`src/rtl/nx_consts.svh`:
```
// Stream width, header field positions, direction codes
// and the skid buffer setting for the mesh routing node

`ifndef NX_CONSTS_SVH
`define NX_CONSTS_SVH

// Message width on every stream
`define NX_STREAM_WIDTH 32

// Header fields
`define NX_BCAST_BIT 31
`define NX_ROW_HI    30
`define NX_ROW_LO    27
`define NX_COL_HI    26
`define NX_COL_LO    23

// Direction codes in clockwise order, so code + 1 is the next neighbour round
`define NX_DIR_NORTH 2'd0
`define NX_DIR_EAST  2'd1
`define NX_DIR_SOUTH 2'd2
`define NX_DIR_WEST  2'd3

// Skid buffers on the outbound neighbour streams
`define NX_SKID_BUFFERS "yes"

`endif

```
`src/rtl/nx_pkg.sv`:
```
// Types shared by the routing node RTL

`include "nx_consts.svh"

package nx_pkg;

// One message word
typedef logic [`NX_STREAM_WIDTH-1:0] stream_data_t;

// Row or column position in the mesh
typedef logic [3:0] coord_t;

// Neighbour direction, see NX_DIR_* codes
typedef logic [1:0] dir_t;

// Skid buffer fill level
typedef enum logic [1:0] {
    SKID_EMPTY,
    SKID_ONE,
    SKID_TWO
} skid_state_t;

endpackage : nx_pkg

```
`src/rtl/nx_route_if.sv`:
```
// Decoded message link from route decoder to stream distributor

interface nx_route_if import nx_pkg::*; ();

// Message and the neighbour it is headed for
stream_data_t data;
dir_t         dir;

// Handshake
logic         valid;
logic         ready;

// Decoder side
modport source (
      output data
    , output dir
    , output valid
    , input  ready
);

// Distributor side
modport sink (
      input  data
    , input  dir
    , input  valid
    , output ready
);

endinterface : nx_route_if

```
`src/rtl/nx_node_config.sv`:
```
// Node coordinate registers and configured flag

module nx_node_config import nx_pkg::*; (
      input  logic       clk_i
    , input  logic       reset_i
    // Single write strobe, row in high nibble, column in low nibble
    , input  logic       cfg_write_i
    , input  logic [7:0] cfg_data_i
    // Towards the decoder
    , output coord_t     node_row_o
    , output coord_t     node_col_o
    , output logic       configured_o
);

coord_t row_q;
coord_t col_q;
logic   configured_q;

always_ff @(posedge clk_i) begin
    if (reset_i) begin
        row_q        <= '0;
        col_q        <= '0;
        configured_q <= 1'b0;
    end else if (cfg_write_i) begin
        row_q        <= cfg_data_i[7:4];
        col_q        <= cfg_data_i[3:0];
        // Sticky until the next reset
        configured_q <= 1'b1;
    end
end

assign node_row_o   = row_q;
assign node_col_o   = col_q;
assign configured_o = configured_q;

endmodule : nx_node_config

```
`src/rtl/nx_stream_skid.sv`:
```
// Two-entry skid buffer for one valid/ready stream
// with the outbound side driven from registers only

module nx_stream_skid import nx_pkg::*; #(
      parameter STREAM_WIDTH = 32
) (
      input  logic         clk_i
    , input  logic         reset_i
    // Inbound stream
    , input  stream_data_t inbound_data_i
    , input  logic         inbound_valid_i
    , output logic         inbound_ready_o
    // Outbound stream
    , output stream_data_t outbound_data_o
    , output logic         outbound_valid_o
    , input  logic         outbound_ready_i
);

if (STREAM_WIDTH != $bits(stream_data_t)) begin : g_width_check
    $error("STREAM_WIDTH does not match stream_data_t");
end

skid_state_t  state;
// Head feeds the outbound port, tail catches the second message
stream_data_t head_q;
stream_data_t tail_q;
logic         push;
logic         pop;

assign outbound_valid_o = (state != SKID_EMPTY);
assign inbound_ready_o  = (state != SKID_TWO);
assign outbound_data_o  = head_q;

assign push = inbound_valid_i && inbound_ready_o;
assign pop  = outbound_valid_o && outbound_ready_i;

always_ff @(posedge clk_i) begin
    if (reset_i) begin
        state <= SKID_EMPTY;
    end else begin
        case (state)
            SKID_EMPTY: if (push) state <= SKID_ONE;
            SKID_ONE: begin
                if (push && !pop) begin
                    state <= SKID_TWO;
                end else if (pop && !push) begin
                    state <= SKID_EMPTY;
                end
            end
            SKID_TWO: if (pop) state <= SKID_ONE;
            default: state <= SKID_EMPTY;
        endcase
    end
end

always_ff @(posedge clk_i) begin
    case (state)
        SKID_EMPTY: if (push) head_q <= inbound_data_i;
        SKID_ONE: begin
            if (push && pop) begin
                head_q <= inbound_data_i;
            end else if (push) begin
                tail_q <= inbound_data_i;
            end
        end
        // Tail moves up as the head leaves
        SKID_TWO: if (pop) head_q <= tail_q;
        default: ;
    endcase
end

// Full buffer takes nothing in until its head leaves
no_push_when_full_a : assert property (@(posedge clk_i) disable iff (reset_i)
    state == SKID_TWO && !pop |=> state == SKID_TWO && $stable(head_q) && $stable(tail_q));

endmodule : nx_stream_skid

```
`src/rtl/nx_route_decoder.sv`:
```
// Inbound message register with column-first route decode
// and the local delivery output

`include "nx_consts.svh"

module nx_route_decoder import nx_pkg::*; (
      input  logic         clk_i
    , input  logic         reset_i
    // Inbound stream
    , input  stream_data_t in_data_i
    , input  logic         in_valid_i
    , output logic         in_ready_o
    // Node position
    , input  coord_t       node_row_i
    , input  coord_t       node_col_i
    , input  logic         configured_i
    // Decoded link to the distributor
    , nx_route_if.source   route
    // Local stream
    , output stream_data_t local_data_o
    , output logic         local_valid_o
    , input  logic         local_ready_i
);

coord_t       tgt_row;
coord_t       tgt_col;
dir_t         next_dir;
logic         next_local;

// Holding register
stream_data_t held_data;
dir_t         held_dir;
logic         held_local;
logic         held_valid;
logic         held_leave;
logic         accept;

assign tgt_row = in_data_i[`NX_ROW_HI:`NX_ROW_LO];
assign tgt_col = in_data_i[`NX_COL_HI:`NX_COL_LO];

// Column first, then row
always_comb begin
    next_local = 1'b0;
    if (tgt_col > node_col_i) begin
        next_dir = `NX_DIR_EAST;
    end else if (tgt_col < node_col_i) begin
        next_dir = `NX_DIR_WEST;
    end else if (tgt_row > node_row_i) begin
        next_dir = `NX_DIR_SOUTH;
    end else if (tgt_row < node_row_i) begin
        next_dir = `NX_DIR_NORTH;
    end else begin
        // Addressed to this node, dir unused
        next_dir   = `NX_DIR_NORTH;
        next_local = 1'b1;
    end
end

assign held_leave = held_valid && (held_local ? local_ready_i : route.ready);
assign in_ready_o = configured_i && (!held_valid || held_leave);
assign accept     = in_valid_i && in_ready_o;

always_ff @(posedge clk_i) begin
    if (reset_i) begin
        held_valid <= 1'b0;
    end else if (accept) begin
        held_valid <= 1'b1;
    end else if (held_leave) begin
        held_valid <= 1'b0;
    end
end

always_ff @(posedge clk_i) begin
    if (accept) begin
        held_data  <= in_data_i;
        held_dir   <= next_dir;
        held_local <= next_local;
    end
end

assign route.data  = held_data;
assign route.dir   = held_dir;
assign route.valid = held_valid && !held_local;

assign local_data_o  = held_data;
assign local_valid_o = held_valid && held_local;

// Stalled route message must not change under the distributor
route_hold_a : assert property (@(posedge clk_i) disable iff (reset_i)
    route.valid && !route.ready |=> route.valid && $stable(route.data) && $stable(route.dir));

endmodule : nx_route_decoder

```
`src/rtl/nx_stream_distributor.sv`:
```
// Fan-out of decoded messages to north, east, south and west,
// with clockwise rerouting round absent neighbours and broadcast drop

`include "nx_consts.svh"

module nx_stream_distributor import nx_pkg::*; #(
      parameter STREAM_WIDTH = 32
    , parameter SKID_BUFFERS = "no"
) (
      input  logic         clk_i
    , input  logic         reset_i
    // Decoded message link
    , nx_route_if.sink     route
    // North
    , output stream_data_t north_data_o
    , output logic         north_valid_o
    , input  logic         north_ready_i
    , input  logic         north_present_i
    // East
    , output stream_data_t east_data_o
    , output logic         east_valid_o
    , input  logic         east_ready_i
    , input  logic         east_present_i
    // South
    , output stream_data_t south_data_o
    , output logic         south_valid_o
    , input  logic         south_ready_i
    , input  logic         south_present_i
    // West
    , output stream_data_t west_data_o
    , output logic         west_valid_o
    , input  logic         west_ready_i
    , input  logic         west_present_i
);

// All per-direction vectors are indexed by direction code
logic [3:0]         present;
logic [3:0]         out_ready;
logic [3:0]         skid_valid;
logic [3:0]         skid_ready;
stream_data_t [3:0] out_data;
logic [3:0]         out_valid;

logic broadcast;
logic target_present;
dir_t alt_dir;

assign present   = {west_present_i, south_present_i, east_present_i, north_present_i};
assign out_ready = {west_ready_i, south_ready_i, east_ready_i, north_ready_i};

assign broadcast      = route.data[`NX_BCAST_BIT];
assign target_present = present[route.dir];
// Next neighbour clockwise, wraps west to north
assign alt_dir        = route.dir + 2'd1;

always_comb begin
    skid_valid = '0;
    if (route.valid) begin
        if (target_present) begin
            skid_valid[route.dir] = 1'b1;
        end else if (!broadcast) begin
            skid_valid[alt_dir] = 1'b1;
        end
    end
end

// Broadcast with nowhere to go is swallowed
assign route.ready = target_present ? skid_ready[route.dir]
                                    : (broadcast || skid_ready[alt_dir]);

for (genvar i = 0; i < 4; i++) begin : g_port
    if (SKID_BUFFERS == "yes") begin : g_skid
        nx_stream_skid #(
            .STREAM_WIDTH(STREAM_WIDTH)
        ) skid_inst (
              .clk_i           (clk_i)
            , .reset_i         (reset_i)
            , .inbound_data_i  (route.data)
            , .inbound_valid_i (skid_valid[i])
            , .inbound_ready_o (skid_ready[i])
            , .outbound_data_o (out_data[i])
            , .outbound_valid_o(out_valid[i])
            , .outbound_ready_i(out_ready[i])
        );
    end else begin : g_direct
        assign out_data[i]   = route.data;
        assign out_valid[i]  = skid_valid[i];
        assign skid_ready[i] = out_ready[i];
    end
end

assign north_data_o  = out_data[`NX_DIR_NORTH];
assign north_valid_o = out_valid[`NX_DIR_NORTH];
assign east_data_o   = out_data[`NX_DIR_EAST];
assign east_valid_o  = out_valid[`NX_DIR_EAST];
assign south_data_o  = out_data[`NX_DIR_SOUTH];
assign south_valid_o = out_valid[`NX_DIR_SOUTH];
assign west_data_o   = out_data[`NX_DIR_WEST];
assign west_valid_o  = out_valid[`NX_DIR_WEST];

// A stalled message keeps one and the same neighbour
one_target_a : assert property (@(posedge clk_i) disable iff (reset_i)
    route.valid && !route.ready |=> $onehot0(skid_valid) && $stable(skid_valid));

endmodule : nx_stream_distributor

```
`src/rtl/nx_node_router.sv`:
```
// Top level of one mesh routing node: config block, route decoder,
// distributor and the four neighbour skid buffers

`include "nx_consts.svh"

module nx_node_router import nx_pkg::*; (
      input  logic         clk_i
    , input  logic         reset_i
    // Configuration
    , input  logic         cfg_write_i
    , input  logic [7:0]   cfg_data_i
    // Inbound stream
    , input  stream_data_t in_data_i
    , input  logic         in_valid_i
    , output logic         in_ready_o
    // Local stream
    , output stream_data_t local_data_o
    , output logic         local_valid_o
    , input  logic         local_ready_i
    // North
    , output stream_data_t north_data_o
    , output logic         north_valid_o
    , input  logic         north_ready_i
    , input  logic         north_present_i
    // East
    , output stream_data_t east_data_o
    , output logic         east_valid_o
    , input  logic         east_ready_i
    , input  logic         east_present_i
    // South
    , output stream_data_t south_data_o
    , output logic         south_valid_o
    , input  logic         south_ready_i
    , input  logic         south_present_i
    // West
    , output stream_data_t west_data_o
    , output logic         west_valid_o
    , input  logic         west_ready_i
    , input  logic         west_present_i
);

coord_t node_row;
coord_t node_col;
logic   configured;

nx_route_if route_link ();

nx_node_config node_config_inst (
      .clk_i       (clk_i)
    , .reset_i     (reset_i)
    , .cfg_write_i (cfg_write_i)
    , .cfg_data_i  (cfg_data_i)
    , .node_row_o  (node_row)
    , .node_col_o  (node_col)
    , .configured_o(configured)
);

nx_route_decoder route_decoder_inst (
      .clk_i        (clk_i)
    , .reset_i      (reset_i)
    , .in_data_i    (in_data_i)
    , .in_valid_i   (in_valid_i)
    , .in_ready_o   (in_ready_o)
    , .node_row_i   (node_row)
    , .node_col_i   (node_col)
    , .configured_i (configured)
    , .route        (route_link.source)
    , .local_data_o (local_data_o)
    , .local_valid_o(local_valid_o)
    , .local_ready_i(local_ready_i)
);

nx_stream_distributor #(
      .STREAM_WIDTH(`NX_STREAM_WIDTH)
    , .SKID_BUFFERS(`NX_SKID_BUFFERS)
) stream_distributor_inst (
      .clk_i          (clk_i)
    , .reset_i        (reset_i)
    , .route          (route_link.sink)
    , .north_data_o   (north_data_o)
    , .north_valid_o  (north_valid_o)
    , .north_ready_i  (north_ready_i)
    , .north_present_i(north_present_i)
    , .east_data_o    (east_data_o)
    , .east_valid_o   (east_valid_o)
    , .east_ready_i   (east_ready_i)
    , .east_present_i (east_present_i)
    , .south_data_o   (south_data_o)
    , .south_valid_o  (south_valid_o)
    , .south_ready_i  (south_ready_i)
    , .south_present_i(south_present_i)
    , .west_data_o    (west_data_o)
    , .west_valid_o   (west_valid_o)
    , .west_ready_i   (west_ready_i)
    , .west_present_i (west_present_i)
);

endmodule : nx_node_router

```
`config.mk`:
```
export PLATFORM = sky130hd
export DESIGN_NAME = nx_node_router
export DESIGN_NICKNAME = d
export VERILOG_FILES = /design/src/rtl/nx_pkg.sv /design/src/rtl/nx_route_if.sv /design/src/rtl/nx_node_config.sv /design/src/rtl/nx_stream_skid.sv /design/src/rtl/nx_route_decoder.sv /design/src/rtl/nx_stream_distributor.sv /design/src/rtl/nx_node_router.sv
export VERILOG_INCLUDE_DIRS = /design/src /design/src/rtl
export SDC_FILE = /design/constraint.sdc
export NUM_CORES = 1
export LEC_CHECK = 0
export BUFFER_PORTS_ARGS = -buffer_cell sky130_fd_sc_hd__buf_2
export CORE_UTILIZATION = 59
export DETAILED_ROUTE_END_ITERATION = 8
export PLACE_DENSITY = 0.91
export SYNTH_ARGS = -nofsm -noshare
export SYNTH_HDL_FRONTEND = slang
export SYNTH_SLANG_ARGS = --single-unit
```
`constraint.sdc`:
```
create_clock -name clk_i -period 14.4 [get_ports clk_i]
set_clock_uncertainty 0.15 [all_clocks]
set_input_delay 2.88 -clock clk_i [delete_from_list [all_inputs] [get_ports clk_i]]
set_output_delay 2.88 -clock clk_i [all_outputs]
set_load 0.01 [all_outputs]
```
==> flow_summary.toml <==
[cts]
post_cts_resized = 0
h-tree-depth = 1
clock_latency_ns = 0.54
cts_buffer_depth = 3
path_clk_slew_ns = 0.06
cts_root_buf = "clkbuf_16"
cts.sinks = 309
numCtsBuffers = 30
post_cts_buffers = 0
cts_tree = "done"
cts_hold_buf = 0

[place]
place_area_um2 = 13200
hpwl_mm = 14.5
dp_cells = 1153
io_buffers = 218
gp_congestion = 0.779

[synthesis]
syn_area_um2 = 11800
synth_area_leaders = "edfxtp_1 (74%), mux2_2 (9.3%), nand2_1 (3.6%), dfxtp_1 (3.1%), ha_1 (2.5%)"
synth_top_area_frac = 0.741
ys.flop_type = "edfxtp_1"
synthArstFlopShare = 0
ys_top_cells_by_count = "edfxtp_1 (291), nand2_1 (114), mux2_2 (97)"
avgSynthCellArea_um2 = 17.1
synth_seq_area_share = 0.772
yosysMostFrequentCell = "edfxtp_1"
ys_ff_latch = 309
synth-edff-count = 291
ys_warn_count = 0
synth_largest_area_cell = "edfxtp_1"
syn-instance-count = 690
ys_types = 36
syn_nets = 767

[setup_path]
path_class = "in2out"
crit_path_top_delay_cell = "mux4_2"
worstSetupEndpointType = "output port"
cp_data_required_time_ns = 11.37
cp_num_cells = 6
timing.critical_path.mode_cell = "buf_2"
r2r_cells = 7
cp_num_buf_inv = 2
critPathMaxFanout = 9
cp_top_family = "multiplexers"
cpPeakStageDelay_ns = 0.57
rrSetupSlack_ns = 11.03
crit_arrival_ns = 4.13
cp_cell_sequence = "buf_2, mux4_2, a21oi_1, o2bb2ai_1, nor2b_1, buf_2"
cp-start-kind = "input pin"

[floorplanning]
core_um2 = 19500
io_pins = 219
die_height_um = 143
die_w_um = 143
std_cell_rows = 51
start_util = 0.604
dieArea_um2 = 20600

[power_and_ir_drop]
power_uw = 1820
ir_drop_uv = 94.0
power.leakage_uw = 0.00530
pwr_density_cell_nw_per_um2 = 128

[sta]
tns_ns = 0
worst_pin_slew_ns = 1.19
relSlewSlack = 0.206
rsz0062_at_grt = "false"
max_freq_ghz = 0.140
maxSlewViolCount = 0
fin_crit_sh = 0.498
setup_viol = 0
period_needed_ns = 7.16
hold_viol = 0

[final_layout]
finalInstanceArea_um2 = 14200
areaGrowthSynthToFinish_pct = 20.5
fin_cells = 1209
fillers = 1208
fin_nets = 997
drive_above_1_share = 0.407

[global_routing]
gr-total-overflow = 0
globalRouteTotalUtil = 0.238
grt_pass1_vias = 6518
grt_max_degree = 38
antenna_found_initial = 1
grt_pass1_wl_mm = 36.3

[detailed_routing]
post_drt_wl_per_cell_um = 20.1
drt-pass1-iter-count = 5
via_count = 6639
drt_iter0_drc = 407
routed_wl_mm = 24.3
vias_per_cell = 5.49
drcViolationCount = 0
ant_nets = 0

[worst_hold_path]
hold_path_class = "reg2reg"
holdPathStages = 2

[status]
status = "finished, final reports clean"

[job]
max-cap-violations = 0
## routing by layer
metal | global-route usage | wire (um) | up-vias
met5 | 0 | 0 | -
met4 | 0.0588 | 339 | 0
met3 | 0.0550 | 1870 | 33
met2 | 0.401 | 12100 | 275
met1 | 0.316 | 9960 | 3291
li1 | - | - | 3040
## area by class of cell
cell class,instances,area (um^2),share of cell area
clock buffers,34,766,0.0539
inverters,17,63.8,0.00449
flip-flops and latches,309,9100,0.640
well taps,265,332,0.0233
repair buffers,222,1120,0.0789
diodes,1,2.50,0.000176
multi-input cells,340,2610,0.184
clock inverters,21,214,0.0151
## cells in the final DEF, fill, tap and decap left out, drive strengths merged, types with 2 or more instances in the layout
cell type and instances:
a211o 3, a21oi 15, and2 5, buf 222, bufinv 4, clkbuf 34, clkinv 15, clkinvlp 2
dfxtp 18, edfxtp 291, ha 24, inv 17, mux2 97, mux2i 11, mux4 2, nand2 114
nand2b 9, nand3b 3, nand4 2, nor2 15, nor2b 12, nor3 3, nor3b 4, o21ai 4
or2 5
## power by group
part	leakage, uW	internal, uW	switching (uW)
logic	0.00206	22.9	23.7
clock network	0.000472	452	320
registers	0.00277	986	10.3
total	0.00530	1460	354
## cells by family after synthesis
kind of cell / Yosys count / share of synthesized area
buffers and inverters: 41 / 0.0132
adder cells (fa/ha/maj): 24 / 0.0255
flip-flops: 309 / 0.772
AO/OA/AOI/OAI: 32 / 0.0183
multiplexers: 110 / 0.106
AND/OR/NAND/NOR: 174 / 0.0658
## stage by stage
stage	hold slack, ns	setup WS (ns)	util
finish	0.335	7.24	0.728
global route	0.356	7.14	0.727
detailed placement	0.324	7.25	0.677
global placement	0.315	7.28	0.677
floorplan	0.290	7.34	-
CTS	0.337	7.23	0.727
## final timing paths
check                                                                    from                                          to
worst max-delay path                                           west_present_i                                  in_ready_o
worst min-delay path               node_config_inst.configured_o$_SDFFE_PP0P_  node_config_inst.configured_o$_SDFFE_PP0P_
worst max register to register  route_decoder_inst.route.dir[0]$_SDFFCE_PP1P_                                    register
worst min register to register     node_config_inst.configured_o$_SDFFE_PP0P_  node_config_inst.configured_o$_SDFFE_PP0P_
## worst reg2reg max path, delay by kind of cell (launching register included)
family / cells / cell delay (ns)
DFF: 1 / 0.51
adders and majority gates: 1 / 0.23
muxes: 1 / 0.65
AOI/OAI and AO/OA: 1 / 0.08
and+or+nand+nor: 4 / 1.34
(Power assumes the default switching activity.)
